<file path="src/design/session_pkg.sv">
// shared types and codes for the session manager
// message and validity codes, session states, actions

`default_nettype none

package session_pkg;

	// received or ordered message type
	typedef logic [3:0] msg_type_t;

	localparam msg_type_t MSG_LOGON      = 4'd1;
	localparam msg_type_t MSG_LOGOUT     = 4'd2;
	localparam msg_type_t MSG_HEARTBEAT  = 4'd3;
	localparam msg_type_t MSG_RESEND_REQ = 4'd4;
	localparam msg_type_t MSG_GAP_FILL   = 4'd5;
	localparam msg_type_t MSG_SEQ_RESET  = 4'd6;
	localparam msg_type_t MSG_APP        = 4'd7; // unknown codes behave the same

	// result of the receive checks
	typedef logic [3:0] validity_t;

	localparam validity_t VAL_VALID    = 4'd0;
	localparam validity_t VAL_GARBLED  = 4'd1;
	localparam validity_t VAL_SEQ_HIGH = 4'd2;
	localparam validity_t VAL_SEQ_LOW  = 4'd3;
	localparam validity_t VAL_INVALID  = 4'd4; // also any code above

	typedef enum logic [2:0] {
		ST_DISCONNECTED    = 3'd0,
		ST_CONNECTED       = 3'd1, // acceptor waiting for logon
		ST_LOGON_SENT      = 3'd2,
		ST_NORMAL          = 3'd3,
		ST_SENT_HEARTBEAT  = 3'd4,
		ST_SENT_RESEND_REQ = 3'd5
	} session_state_e;

	typedef enum logic [2:0] {
		ACT_NONE            = 3'd0,
		ACT_DISCONNECT      = 3'd1,
		ACT_IGNORE          = 3'd2,
		ACT_SEQ_UPDATE      = 3'd3,
		ACT_SEND_LOGON      = 3'd4,
		ACT_SEND_LOGOUT     = 3'd5,
		ACT_SEND_HEARTBEAT  = 3'd6,
		ACT_SEND_RESEND_REQ = 3'd7
	} action_e;

endpackage

`default_nettype wire

</file>
<file path="src/design/host_table.sv">
// per-host configuration memory
// target company id, id length and initiator role, registered read

`timescale 1ns/1ps
`default_nettype none

module host_table #(
	parameter int HOST_W     = 3,
	parameter int COMP_ID_W  = 64,
	parameter int COMP_LEN_W = 4
) (
	input  wire                   clk,
	input  wire                   cfg_we_i,
	input  wire [HOST_W-1:0]      cfg_host_i,
	input  wire [COMP_ID_W-1:0]   cfg_comp_id_i,
	input  wire [COMP_LEN_W-1:0]  cfg_comp_len_i,
	input  wire                   cfg_initiator_i,
	input  wire [HOST_W-1:0]      rd_host_i,
	output logic [COMP_ID_W-1:0]  comp_id_o,
	output logic [COMP_LEN_W-1:0] comp_len_o,
	output logic                  initiator_o
);

	localparam int N_HOST = 1 << HOST_W;

	logic [COMP_ID_W-1:0]  id_mem   [N_HOST];
	logic [COMP_LEN_W-1:0] len_mem  [N_HOST];
	logic                  init_mem [N_HOST];

	always_ff @(posedge clk) begin
		if (cfg_we_i) begin
			id_mem[cfg_host_i]   <= cfg_comp_id_i;
			len_mem[cfg_host_i]  <= cfg_comp_len_i;
			init_mem[cfg_host_i] <= cfg_initiator_i;
		end
		comp_id_o   <= id_mem[rd_host_i]; // old data on a same-edge write
		comp_len_o  <= len_mem[rd_host_i];
		initiator_o <= init_mem[rd_host_i];
	end

endmodule

`default_nettype wire

</file>
<file path="src/design/session_fsm.sv">
// event capture and session decision logic
// one event per cycle, priority message > connect > timeout

`timescale 1ns/1ps
`default_nettype none

module session_fsm #(
	parameter int HOST_W = 3
) (
	input  wire                          clk,
	input  wire                          rst,
	input  wire                          msg_valid_i,
	input  session_pkg::msg_type_t       msg_type_i,
	input  session_pkg::validity_t       validity_i,
	input  wire                          connect_i,
	input  wire                          timeout_i,
	input  wire [HOST_W-1:0]             host_i,
	input  session_pkg::session_state_e  state_i,
	input  wire                          initiator_i,
	output logic                         state_we_o,
	output logic [HOST_W-1:0]            state_host_o,
	output session_pkg::session_state_e  next_state_o,
	output session_pkg::action_e         action_o,
	output logic [HOST_W-1:0]            action_host_o
);

	import session_pkg::*;

	typedef enum logic [1:0] {
		EV_NONE,
		EV_MSG,
		EV_CONNECT,
		EV_TIMEOUT
	} event_e;

	event_e            ev_kind;
	msg_type_t         ev_type;
	validity_t         ev_val;
	logic [HOST_W-1:0] ev_host;

	logic fatal, garbled, seq_high, valid;
	logic is_logon, is_logout, is_hb, is_seq_fix;

	// capture stage drops lower-priority events in the same cycle
	always_ff @(posedge clk) begin
		if (rst)
			ev_kind <= EV_NONE;
		else if (msg_valid_i)
			ev_kind <= EV_MSG;
		else if (connect_i)
			ev_kind <= EV_CONNECT;
		else if (timeout_i)
			ev_kind <= EV_TIMEOUT;
		else
			ev_kind <= EV_NONE;
	end

	always_ff @(posedge clk) begin
		ev_type <= msg_type_i;
		ev_val  <= validity_i;
		ev_host <= host_i;
	end

	assign valid    = (ev_val == VAL_VALID);
	assign garbled  = (ev_val == VAL_GARBLED);
	assign seq_high = (ev_val == VAL_SEQ_HIGH);
	assign fatal    = !(valid || garbled || seq_high); // seq low, invalid, unknown

	assign is_logon   = (ev_type == MSG_LOGON);
	assign is_logout  = (ev_type == MSG_LOGOUT);
	assign is_hb      = (ev_type == MSG_HEARTBEAT);
	assign is_seq_fix = (ev_type == MSG_GAP_FILL) || (ev_type == MSG_SEQ_RESET);

	always_comb begin
		next_state_o = state_i;
		action_o     = ACT_NONE;
		case (ev_kind)
			EV_MSG: begin
				if (fatal) begin
					action_o     = ACT_DISCONNECT;
					next_state_o = ST_DISCONNECTED;
				end else begin
					case (state_i)
						ST_CONNECTED, ST_LOGON_SENT: begin
							if (is_logon && valid) begin
								next_state_o = ST_NORMAL;
								if (state_i == ST_CONNECTED)
									action_o = ACT_SEND_LOGON; // acceptor answers
							end else if (is_logon && seq_high) begin
								action_o     = ACT_SEND_RESEND_REQ;
								next_state_o = ST_SENT_RESEND_REQ;
							end else begin
								action_o     = ACT_DISCONNECT;
								next_state_o = ST_DISCONNECTED;
							end
						end
						ST_NORMAL, ST_SENT_HEARTBEAT: begin
							if (garbled) begin
								action_o = ACT_IGNORE;
							end else if (seq_high) begin
								action_o     = ACT_SEND_RESEND_REQ;
								next_state_o = ST_SENT_RESEND_REQ;
							end else if (is_logout) begin
								action_o     = ACT_SEND_LOGOUT;
								next_state_o = ST_DISCONNECTED;
							end else if (is_hb) begin
								action_o     = ACT_SEND_HEARTBEAT;
								next_state_o = ST_SENT_HEARTBEAT;
							end else begin
								next_state_o = ST_NORMAL; // any other traffic
							end
						end
						ST_SENT_RESEND_REQ: begin
							if (garbled)
								action_o = ACT_IGNORE;
							else if (is_seq_fix)
								action_o = ACT_SEQ_UPDATE;
							else if (seq_high)
								action_o = ACT_SEND_RESEND_REQ;
							else
								next_state_o = ST_NORMAL; // gap closed
						end
						default: ; // nothing to do when disconnected
					endcase
				end
			end
			EV_CONNECT: begin
				if (initiator_i) begin
					action_o     = ACT_SEND_LOGON;
					next_state_o = ST_LOGON_SENT;
				end else begin
					next_state_o = ST_CONNECTED;
				end
			end
			EV_TIMEOUT: begin
				if (state_i == ST_DISCONNECTED) begin
					action_o = ACT_NONE;
				end else if (state_i == ST_SENT_HEARTBEAT ||
						(initiator_i && state_i == ST_LOGON_SENT)) begin
					action_o     = ACT_DISCONNECT; // peer went silent
					next_state_o = ST_DISCONNECTED;
				end else begin
					action_o     = ACT_SEND_HEARTBEAT;
					next_state_o = ST_SENT_HEARTBEAT;
				end
			end
			default: ;
		endcase
	end

	assign state_we_o    = (ev_kind != EV_NONE);
	assign state_host_o  = ev_host;
	assign action_host_o = ev_host;

endmodule

`default_nettype wire

</file>
<file path="src/design/session_manager.sv">
// session manager top level
// host table, session table, decision and output stages

`timescale 1ns/1ps
`default_nettype none

module session_manager #(
	parameter int HOST_W     = 3,
	parameter int COMP_ID_W  = 64,
	parameter int COMP_LEN_W = 4
) (
	input  wire                     clk,
	input  wire                     rst,
	input  wire                     cfg_we_i,
	input  wire [HOST_W-1:0]        cfg_host_i,
	input  wire [COMP_ID_W-1:0]     cfg_comp_id_i,
	input  wire [COMP_LEN_W-1:0]    cfg_comp_len_i,
	input  wire                     cfg_initiator_i,
	input  wire                     msg_valid_i,
	input  session_pkg::msg_type_t  msg_type_i,
	input  session_pkg::validity_t  validity_i,
	input  wire                     connect_i,
	input  wire                     timeout_i,
	input  wire [HOST_W-1:0]        host_i,
	output logic                    disconnect_o,
	output logic [HOST_W-1:0]       disconnect_host_o,
	output logic                    ignore_o,
	output logic                    seq_update_o,
	output logic [HOST_W-1:0]       seq_host_o,
	output logic                    initiate_msg_o,
	output session_pkg::msg_type_t  msg_type_o,
	output logic [COMP_ID_W-1:0]    target_comp_id_o,
	output logic [COMP_LEN_W-1:0]   comp_id_len_o
);

	import session_pkg::*;

	logic [COMP_ID_W-1:0]  comp_id;
	logic [COMP_LEN_W-1:0] comp_len;
	logic                  initiator;
	session_state_e        cur_state;
	session_state_e        next_state;
	logic                  state_we;
	logic [HOST_W-1:0]     state_host;
	action_e               action;
	logic [HOST_W-1:0]     action_host;

	host_table #(
		.HOST_W(HOST_W), .COMP_ID_W(COMP_ID_W), .COMP_LEN_W(COMP_LEN_W)
	) u_host_table (
		.clk(clk), .cfg_we_i(cfg_we_i), .cfg_host_i(cfg_host_i),
		.cfg_comp_id_i(cfg_comp_id_i), .cfg_comp_len_i(cfg_comp_len_i),
		.cfg_initiator_i(cfg_initiator_i), .rd_host_i(host_i),
		.comp_id_o(comp_id), .comp_len_o(comp_len), .initiator_o(initiator)
	);

	session_table #(.HOST_W(HOST_W)) u_session_table (
		.clk(clk), .rst(rst), .rd_host_i(host_i), .state_o(cur_state),
		.we_i(state_we), .wr_host_i(state_host), .state_i(next_state)
	);

	session_fsm #(.HOST_W(HOST_W)) u_session_fsm (
		.clk(clk), .rst(rst), .msg_valid_i(msg_valid_i), .msg_type_i(msg_type_i),
		.validity_i(validity_i), .connect_i(connect_i), .timeout_i(timeout_i),
		.host_i(host_i), .state_i(cur_state), .initiator_i(initiator),
		.state_we_o(state_we), .state_host_o(state_host), .next_state_o(next_state),
		.action_o(action), .action_host_o(action_host)
	);

	session_output #(
		.HOST_W(HOST_W), .COMP_ID_W(COMP_ID_W), .COMP_LEN_W(COMP_LEN_W)
	) u_session_output (
		.clk(clk), .rst(rst), .action_i(action), .action_host_i(action_host),
		.comp_id_i(comp_id), .comp_len_i(comp_len),
		.disconnect_o(disconnect_o), .disconnect_host_o(disconnect_host_o),
		.ignore_o(ignore_o), .seq_update_o(seq_update_o), .seq_host_o(seq_host_o),
		.initiate_msg_o(initiate_msg_o), .msg_type_o(msg_type_o),
		.target_comp_id_o(target_comp_id_o), .comp_id_len_o(comp_id_len_o)
	);

endmodule

`default_nettype wire

</file>
<file path="src/design/session_output.sv">
// output stage pipelining the action and host table data
// then mapping them onto strobes and message order

`timescale 1ns/1ps
`default_nettype none

module session_output #(
	parameter int HOST_W     = 3,
	parameter int COMP_ID_W  = 64,
	parameter int COMP_LEN_W = 4
) (
	input  wire                     clk,
	input  wire                     rst,
	input  session_pkg::action_e    action_i,
	input  wire [HOST_W-1:0]        action_host_i,
	input  wire [COMP_ID_W-1:0]     comp_id_i,
	input  wire [COMP_LEN_W-1:0]    comp_len_i,
	output logic                    disconnect_o,
	output logic [HOST_W-1:0]       disconnect_host_o,
	output logic                    ignore_o,
	output logic                    seq_update_o,
	output logic [HOST_W-1:0]       seq_host_o,
	output logic                    initiate_msg_o,
	output session_pkg::msg_type_t  msg_type_o,
	output logic [COMP_ID_W-1:0]    target_comp_id_o,
	output logic [COMP_LEN_W-1:0]   comp_id_len_o
);

	import session_pkg::*;

	action_e               act_q;
	logic [HOST_W-1:0]     host_q;
	logic [COMP_ID_W-1:0]  id_q;
	logic [COMP_LEN_W-1:0] len_q;
	logic                  send;
	msg_type_t             send_type;

	always_ff @(posedge clk) begin
		if (rst)
			act_q <= ACT_NONE;
		else
			act_q <= action_i;
	end

	// host table data belongs to the decided event in this cycle only
	always_ff @(posedge clk) begin
		host_q <= action_host_i;
		id_q   <= comp_id_i;
		len_q  <= comp_len_i;
	end

	always_comb begin
		send      = 1'b1;
		send_type = MSG_HEARTBEAT;
		case (act_q)
			ACT_SEND_LOGON:      send_type = MSG_LOGON;
			ACT_SEND_LOGOUT:     send_type = MSG_LOGOUT;
			ACT_SEND_HEARTBEAT:  send_type = MSG_HEARTBEAT;
			ACT_SEND_RESEND_REQ: send_type = MSG_RESEND_REQ;
			default:             send = 1'b0;
		endcase
	end

	always_ff @(posedge clk) begin
		if (rst) begin
			disconnect_o   <= 1'b0;
			ignore_o       <= 1'b0;
			seq_update_o   <= 1'b0;
			initiate_msg_o <= 1'b0;
		end else begin
			disconnect_o   <= (act_q == ACT_DISCONNECT);
			ignore_o       <= (act_q == ACT_IGNORE);
			seq_update_o   <= (act_q == ACT_SEQ_UPDATE);
			initiate_msg_o <= send;
		end
	end

	// qualifying values hold between strobes
	always_ff @(posedge clk) begin
		if (act_q == ACT_DISCONNECT)
			disconnect_host_o <= host_q;
		if (act_q == ACT_SEQ_UPDATE)
			seq_host_o <= host_q;
		if (send) begin
			msg_type_o       <= send_type;
			target_comp_id_o <= id_q;
			comp_id_len_o    <= len_q;
		end
	end

endmodule

`default_nettype wire

</file>
<file path="src/design/session_table.sv">
// per-host session state registers
// registered read with write-to-read bypass

`timescale 1ns/1ps
`default_nettype none

module session_table #(
	parameter int HOST_W = 3
) (
	input  wire                          clk,
	input  wire                          rst,
	input  wire [HOST_W-1:0]             rd_host_i,
	output session_pkg::session_state_e  state_o,
	input  wire                          we_i,
	input  wire [HOST_W-1:0]             wr_host_i,
	input  session_pkg::session_state_e  state_i
);

	import session_pkg::*;

	localparam int N_HOST = 1 << HOST_W;

	session_state_e states [N_HOST];

	always_ff @(posedge clk) begin
		if (rst) begin
			for (int i = 0; i < N_HOST; i++)
				states[i] <= ST_DISCONNECTED;
			state_o <= ST_DISCONNECTED;
		end else begin
			if (we_i)
				states[wr_host_i] <= state_i;
			// forward the write so back-to-back events see the new state
			if (we_i && wr_host_i == rd_host_i)
				state_o <= state_i;
			else
				state_o <= states[rd_host_i];
		end
	end

endmodule

`default_nettype wire

</file>
<file path="config.mk">
export PLATFORM = sky130hd
export DESIGN_NAME = session_manager
export DESIGN_NICKNAME = d
export VERILOG_FILES = /design/src/design/session_pkg.sv /design/src/design/host_table.sv /design/src/design/session_fsm.sv /design/src/design/session_manager.sv /design/src/design/session_output.sv /design/src/design/session_table.sv
export SDC_FILE = /design/constraint.sdc
export NUM_CORES = 1
export LEC_CHECK = 0
export BUFFER_PORTS_ARGS = -buffer_cell sky130_fd_sc_hd__clkbuf_2
export CORE_MARGIN = 2
export CORE_UTILIZATION = 54
export CTS_CLUSTER_DIAMETER = 40
export DETAILED_ROUTE_END_ITERATION = 16
export GPL_TIMING_DRIVEN = 0
export PLACE_DENSITY = 0.73
export SLEW_MARGIN = 15
export SYNTH_ARGS = -nofsm -noshare
export SYNTH_HDL_FRONTEND = slang
export SYNTH_SLANG_ARGS = --single-unit
</file>
<file path="constraint.sdc">
create_clock -name clk -period 6.8 [get_ports clk]
set_input_delay 1.36 -clock clk [delete_from_list [all_inputs] [get_ports clk]]
set_output_delay 1.36 -clock clk [all_outputs]
set_load 0.05 [all_outputs]
</file>
=== After elaboration in Yosys (flattened, before gate mapping) ===
Memory sizes are Yosys's and may differ from the RTL's. A register that Yosys moved wholly into a read port is not among the register bits.
Cells that the tools add are included.

* Bits in latches: 0
* Output and inout bits: 82
* Memories kept: 4
* Memory bits (writable): 576
* Bits in read-only memories: 0
* Register bits after elaboration: 169
* Bits of input ports: 89

{| class="wikitable"
|+ Memories
! memory !! depth !! bits a word !! read ports !! clocked after Yosys merged registers in !! write ports !! RTL line !! source
|-
| u_host_table.id_mem || 8 || 64 || 1 || 1 || 1 || host_table.sv:26 || <nowiki>logic [COMP_ID_W-1:0] id_mem [N_HOST];</nowiki>
|-
| u_host_table.len_mem || 8 || 4 || 1 || 1 || 1 || host_table.sv:27 || <nowiki>logic [COMP_LEN_W-1:0] len_mem [N_HOST];</nowiki>
|-
| u_session_table.states || 8 || 3 || 1 || 1 || 8 || session_table.sv:23 || <nowiki>session_state_e states [N_HOST];</nowiki>
|-
| u_host_table.init_mem || 8 || 1 || 1 || 1 || 1 || host_table.sv:28 || <nowiki>logic init_mem [N_HOST];</nowiki>
|}

* Reductions and logical operators: 15
* Div/mod/pow operators: 0
* Muxes and demuxes: 46
* Equal/unequal tests: 22
* $add $sub $neg: 0
* Order comparisons: 0
* Multiply operators: 0
* Bitwise gates (word level): 0
* Shifts and indexed selects: 0

{| class="wikitable"
|+ Operators by type and width
! kind !! count
|-
| two-way mux 3 bit || 28
|-
| one-hot mux 3 bit (3 select lines) || 5
|-
| equality test 3 bit (second input constant) || 6
|-
| equality test 3 x 2 -> 1 bit (second input constant) || 4
|-
| equality test 4 x 2 -> 1 bit (second input constant) || 3
|-
| two-way mux 1 bit || 10
|-
| equality test 4 x 1 -> 1 bit (second input constant) || 2
|-
| equality test 4 x 3 -> 1 bit (second input constant) || 2
|-
| equality test 3 x 1 -> 1 bit (second input constant) || 2
|-
| two-way mux 2 bit || 3
|-
| OR reduction 2 bit || 3
|-
| equality test 2 bit (second input constant) || 2
|-
| zero test 4 bit || 1
|-
| logical OR 1 bit || 4
|-
| OR reduction 4 bit || 1
|-
| logical AND 1 bit || 3
|-
| zero test 3 bit || 1
|-
| OR reduction 3 bit || 1
|-
| equality test 2 x 1 -> 1 bit (second input constant) || 1
|-
| nonzero test 2 bit || 1
|}

=== Depth between registers and ports, before layout ===
Gate-level depths: netlist of the first run.

* Word-level depth: 9
* Depth in mapped cells: 6
* Mapped depth without buffers: 5

=== Cells and area by module ===
From an unflattened synthesis of the first run, not the netlist that was laid out.

* Cell total of the unflattened synthesis: 1,255
* Area total of the unflattened synthesis: 28,335.9 um^2

{| class="wikitable"
|+ By module, submodules not included
! module !! area each (um^2) !! cells an instance !! sequential area each (um^2) !! times used
|-
| host_table || 22,157.5 || 880 || 17,957.2 || 1
|-
| session_output || 3,993.8 || 174 || 3,873.7 || 1
|-
| session_table || 1,308.8 || 96 || 780.7 || 1
|-
| session_fsm || 875.8 || 105 || 260.2 || 1
|}

=== Worst setup path before layout of the first run ===
No wires, ideal clock.

* Path type: input port to flip-flop
* Start: in cfg_host_i[0]
* End: mem u_host_table.id_mem[0][0], enable pin
* Data arrival time: 6,226 ps
* Path buffers: 0
* Data required time: 6,218 ps
* Setup slack: -7 ps
* Cell stages on the path: 2
* Cells stage by stage: nand2b_1 nor3_1

{| class="wikitable"
|+ RTL lines
! item !! RTL line !! source
|-
| start: declaration || session_manager.sv:15 || <nowiki>input wire [HOST_W-1:0] cfg_host_i,</nowiki>
|-
| end: declaration || host_table.sv:26 ||
|}

Straight into the memory's write port.

==> key figures, run 1 <==
Route
  • Vias per inst: 5.60
  • Drt drc: 0
  • Detail Route Antenna Nets: 0
  • DR WL/cell: 23.2 µm
  • Vias: 13200
  • First-pass iteration count of the detailed router: 5
  • Initial DRC Count: 1055
  • Routed WL: 54.6 mm

Power and ir drop
  • P per Cell Area: between 300 and 400 nW/µm²
  • Leakage: 11.8 nW
  • Peak supply drop: approximately 0.23 mV

Worst setup path
  • CP endpoint: u_host_table.comp_id_o[37]
  • Worst setup path class: input pin to register
  • Start of the worst register-to-register path: u_session_fsm.ev_kind[0]
  • Reg2reg path depth: 6
  • R2R Setup Slk: 4530 ps
  • Worst setup path startpoint: host_i[1]
  • Worst EP arrival: 3490 ps
  • Reg-to-Reg End: u_session_output.act_q[1]
  • Largest fanout on the critical path: 10
  • CP Data Required Time: 7320 ps
  • Worst setup SP type: input pin
  • CP Capture Type: register

Clocking
  • CTS Root Cell: clkbuf_16
  • Cts hold-fix bufs: 0
  • CTS Sinks: 816
  • CTS buffer count: 100
  • Postcts setup bufs: 0
  • CTS tree: done
  • Htree depth: 3
  • Worst-skew pair later-pin latency: 630 ps
  • CTS resizes: 0
  • Max Buffers Root-to-Sink: 3
  • Clk pin slew, worst setup/hold paths: 60 ps

Floorplan
  • Die footprint: 54400 µm²
  • # rows: 84
  • IO Pins: approximately 170
  • Starting Density: 54.3%
  • Total core area: 52200 µm²
  • Die Width: 233 µm
  • Die H: ~230 µm

Min path
  • Hold-critical path depth: 0
  • Min-delay src: u_host_table.comp_id_o[62]
  • Hold Path Class: register to register

Synth
  • Cell taking the most area after synthesis: edfxtp_1
  • Asr flop ratio synth: 0%
  • Mapped Nets: 1354
  • Register area share after synthesis: 80.6%
  • Synth top area share: between 60% and 70%
  • Synthesized area per cell: between 20 and 25 µm²
  • Synthesized area: between 20000 and 30000 µm²
  • Primary FF master, synth: edfxtp_1
  • Commonest cells in the netlist: 653 x edfxtp_1, 163 x dfxtp_1, 139 x mux4_2, 69 x mux2_2, 40 x nor2_1
  • Synth Warn #: 0
  • Synth top area cells: edfxtp_1 69%, dfxtp_1 12%, mux4_2 11%
  • Cell with the most instances after synthesis: edfxtp_1
  • EDFF count, synth: 653
  • Gate Count Post-Synth: 1265
  • Yosys cell types: 55
  • #FFs+latches synth: 816

Flow run
  • Max-Cap Viols: 0

Global route
  • Vias in the first global route: 13600
  • Initial antenna violation count: 9
  • GR Util All Layers: between 20% and 30%
  • First-pass GRT wire length: 81.7 mm
  • Global route overflow: 0
  • Largest net degree at the start of global routing: 42

Timing
  • Final setup TNS: 0 ps
  • Skew final: 13.4 ps
  • Final hold slack: 324 ps
  • Fmax: 337 MHz
  • Pins Over Slew Limit: 0
  • Fin crit share: 43.7%
  • Final count of hold timing violations: 0
  • Post-route setup slack: 3830 ps
  • Slew HR: between 40% and 50%
  • Fin crit period: 2970 ps
  • RSZ-0062 raised after global routing: no
  • Final setup fails: 0
  • Worst Max-Slew Pin Slew: slightly below 900 ps

Placed design
  • Cell total after placement: 2159
  • Buffers on Ports: 169
  • GP Congestion: 0.865
  • DP HPWL: about 33 mm
  • Worst slack at placement: approximately 3200 ps

Final layout
  • Finished Layout Cells: 2353
  • Multi-input gate area: between 5000 and 6000 µm²
  • Layout net count: 1662
  • Count of filler cells inserted in the layout: 3319
  • Share of layout cells above drive strength 1: 38.9%
  • Layout Utilization: about 66%
  • Area Growth Syn to Fin: 21.3%
  • FF/Latch Area: ~23000 µm²

Run status
  • Outcome: finished, final reports clean
-- power by group --
group	total, mW	internal (mW)	switching [mW]
sequential	5.69	5.63	0.0665
combinational	0.521	0.229	0.292
clock	5.51	3.43	2.08
total	11.7	9.29	2.43
-- worst min-delay path by stage --
stage / to
floorplan: u_session_output.id_q[0]
global placement: u_session_output.id_q[4]
detailed placement: u_session_output.id_q[21]
CTS: u_session_output.id_q[21]
global route: u_session_output.id_q[4]
finish: u_session_output.id_q[62]
-- cell usage in the layout (no fill, tap or decap), types with 6 or more instances in the layout --
cell type,instances
bufinv_16,14
nor2_1,34
buf_4,7
clkbuf_16,104
inv_6,12
nor2_4,6
mux4_2,139
inv_1,6
clkinv_2,9
nand2b_1,15
a21oi_1,20
buf_2,14
clkbuf_1,25
buf_12,14
clkinv_1,6
buf_16,9
nand2_1,16
dfxtp_1,163
buf_6,21
clkinvlp_4,6
clkbuf_2,169
edfxtp_1,653
mux2_2,69
clkinv_4,17
nor2b_1,8
o21ai_0,6
nor3_1,8
-- layer usage --
| layer | up-vias | routed length, µm | GRT usage [%] |
|---|---|---|---|
| met5 | - | 60 | 0 |
| met4 | 10 | 1160 | 6.13 |
| met3 | 99 | 3670 | 5.14 |
| met2 | 463 | 26600 | 32.7 |
| met1 | 6812 | 23100 | 28.6 |
| li1 | 5799 | - | - |
-- metrics by stage --
step | area (µm²) | power [mW]
global placement | 30100 | 6.28
CTS | 34400 | 11.8
floorplan | 28400 | 6.11
finish | 34400 | 11.7
detailed placement | 30800 | 6.32
global route | 34400 | 12.1
-- cell type report --
type	count	area share, %
sequential	816	66.5
multi-input combinational	391	15.1
clock buffer	120	7.88
timing repair buffer	206	4.44
tap	688	2.50
clock inverter	69	2.49
buffer	52	1.00
inverter	6	0.0655
antenna	5	0.0364
-- sequential cells by signal, summed over array words and instances (netlist names), 2 cells and up --
register                            count
u_host_table.len_mem                   32
u_session_output.disconnect_host_o      3
u_session_fsm.ev_val                    4
u_session_output.seq_host_o             3
u_host_table.comp_id_o                 64
u_session_fsm.action_host_o             3
u_session_table.state_o                 3
u_session_output.comp_id_len_o          4
u_session_output.act_q                  3
u_session_fsm.ev_type                   4
u_host_table.init_mem                   8
u_session_output.host_q                 3
u_host_table.comp_len_o                 4
u_session_table.states                 24
u_session_fsm.ev_kind                   2
u_session_output.len_q                  4
u_session_output.id_q                  64
u_session_output.target_comp_id_o      64
u_host_table.id_mem                   512
u_session_output.msg_type_o             3
-- critical path, stage by stage --
cell,delay [ps]
clkbuf_2,90
buf_2,280
buf_2,400
buf_1,630
mux4_2,430
mux2_2,290
-- cells by family after synthesis --
group / synth area share [%]
AO/OA/AOI/OAI: 1.44
XOR/XNOR: 0.185
buffers and inverters: 1.28
flip-flops: 80.6
multiplexers: 14.4
other: 0.0132
AND/OR/NAND/NOR: 2.10
No activity file was read; power rests on OpenSTA's default activity.
==> run 2: changes to the inputs <==
Clock period 6.8 ns to 2.55 ns, I/O delays scaled along.
==> run 2 against run 1 <==
Critical path depth grew 1; combinational power grew to 2.7 times the previous value; final area shrank 0.14%; sequential cell count is the same; highest routed layer unchanged; routed wire length shrank 1.1%; critical path type unchanged; clock skew grew 6.6 ps; clock power grew to 2.5 times the previous value.
==> key figures, run 2 (synthesis gave the netlist of run 1 again) <==
Power and ir drop
  • Leakage: 11.8 nW (-0.50%)
  • P per Cell Area: 885 nW/µm² (+160%)
  • Part of the power in registers: 49.9% (+1.3 points)
  • Switching Fraction: 20.8% (+0.043 points)
  • Combinational fraction of design power: 4.6% (+0.2 points)
  • Sw power: 6.33 mW (+160%)
  • Int Pwr: 24.1 mW (+160%)
  • Peak supply drop: 0.627 mV (+170%)
  • Clock group share of total power: 45.5% (-1.5 points)

Clocking
  • CTS resizes: 0 (unchanged)
  • CTS Root Cell: clkbuf_16
  • Max Buffers Root-to-Sink: 3 (unchanged)
  • Clk pin slew, worst setup/hold paths: 60 ps (about the same)
  • CTS buffer count: 96 (-4.0%)
  • CTS tree: done
  • CTS Sinks: 816 (unchanged)
  • Worst-skew pair later-pin latency: 630 ps (about the same)
  • Cts hold-fix bufs: 10 (+10)
  • Htree depth: 3 (unchanged)
  • Postcts setup bufs: 0 (unchanged)

Route
  • Drt drc: 0 (unchanged)
  • DR WL/cell: 23.0 µm (-0.87%)
  • First-pass iteration count of the detailed router: 5 (unchanged)
  • Detail Route Antenna Nets: 0 (unchanged)
  • Vias per inst: 5.60 (about the same)
  • Vias: 13100 (-0.28%)
  • Routed WL: 54.0 mm (-1.1%)
  • Initial DRC Count: 911 (-14%)

Timing
  • Fin crit share: a little under nine tenths
  • Final hold slack: 70.8 ps (-253 ps)
  • Final setup fails: 0 (unchanged)
  • RSZ-0062 raised after global routing: no
  • Pins Over Slew Limit: 0 (unchanged)
  • Worst Max-Slew Pin Slew: 825 ps (-46.7 ps)
  • Slew HR: 44.9% (+4.5 points)
  • Fmax: 458 MHz
  • Final count of hold timing violations: 0 (unchanged)
  • Skew final: 20.0 ps (+6.64 ps)
  • Fin crit period: 2180 ps

Final layout
  • Layout net count: 1665 (+0.18%)
  • Area Growth Syn to Fin: 21.1%
  • Share of layout cells above drive strength 1: 37.9% (-0.94 points)
  • Number of flip-flops in the largest register: 512 (unchanged)
  • Layout Utilization: 65.8% (-0.091 points)
  • Most common cell after layout, fill and taps aside: edfxtp_1
  • Largest Register: u_host_table.id_mem
  • Most frequent cells in the layout: 653 x edfxtp_1, 169 x clkbuf_2, 163 x dfxtp_1, 139 x mux4_2, 98 x clkbuf_16

Flow run
  • Max-Cap Viols: 0 (unchanged)

Placed design
  • Buffers on Ports: 169 (unchanged)
  • DP HPWL: 32.9 mm (+0.70%)
  • GP Congestion: 0.861 (-0.51%)

Floorplan
  • IO Pins: 171 (unchanged)
  • Die footprint: 54400 µm² (unchanged)
  • Total core area: 52200 µm² (unchanged)
  • Starting Density: 54.3% (unchanged)
  • # rows: 84 (unchanged)
  • Die H: 233 µm (unchanged)
  • Die Width: 233 µm (unchanged)

Global route
  • GR Util All Layers: 20.3% (-0.26 points)
  • Global route overflow: 0 (unchanged)
  • First-pass GRT wire length: 81.0 mm (-0.89%)
  • Initial antenna violation count: 7 (-2)
  • Vias in the first global route: 13600 (-0.22%)
  • Largest net degree at the start of global routing: 41 (-2.4%)

Worst setup path
  • Worst setup SP type: input pin
  • CP Capture Type: register
  • CP Data Required Time: 3070 ps (-4250 ps)
  • Largest fanout on the critical path: 10 (unchanged)
  • Worst EP arrival: 2700 ps (-790 ps)
  • Worst setup path class: input pin to register

Run status
  • Outcome: finished, final reports clean

Min path
  • Hold Path Class: input pin to register
-- run 2: path summary, 6_finish.rpt --
check	start	slack (ps)	to	cells past startpoint
setup / recovery	host_i[0]	370	u_host_table.comp_id_o[59]	7
hold / removal	msg_valid_i	70	u_session_fsm.ev_kind[1]	2
setup reg to reg	u_session_fsm.ev_val[1]	530	u_session_table.states[0][2]	5
hold reg to reg	u_host_table.comp_id_o[28]	320	u_session_output.id_q[28]	0
-- run 2: per-stage QoR --
step                      worst slack [ps]  area [µm²]  power (mW)  setup TNS (ps)  std cells
after global routing                   299       34400        31.3               0       2347
after detailed placement              -150       30900        16.9           -4820       2156
after floorplan                       -367       28400        16.3         -149160       1265
after global placement               -2400       30100        16.7        -1149060       2122
final                                  368       34400        30.4               0       2348
after CTS                              394       34400        30.7               0       2347
-- run 2: final cells by class --
| class | count | area, µm² |
|---|---|---|
| clock inverters | 60 | 711 |
| plain buffers | 52 | 344 |
| diodes | 1 | 2.50 |
| inverters | 6 | 22.5 |
| flip-flops and latches | 816 | 22900 |
| repair buffers | 213 | 1720 |
| multi-input cells | 391 | 5230 |
| clock buffers | 121 | 2600 |
| fillers | 3340 | 17900 |
| well taps | 688 | 861 |
-- run 2: power groups by stage --
stage	sequential [mW]	combinational [mW]	clock [mW]
floorplan	15.5	0.801	0
global placement	15.4	1.29	0
detailed placement	15.5	1.41	0
CTS	15.2	1.43	14.1
global route	15.2	1.52	14.6
finish	15.2	1.41	13.8
-- run 2: critical path, stage by stage --
cell           delay (ps)
dlygate4sd3_1         560
clkbuf_2              130
buf_6                 180
buf_6                 220
buf_6                 220
mux4_1                600
mux2_2                270
-- run 2: layer usage --
metal	GRT usage (%)	up-vias	part of all wire, %
met1	28.4	6789	42
met3	5.13	91	7.1
met5	0	-	0.13
met4	5.02	12	1.8
li1	-	5808	-
met2	32.6	446	49
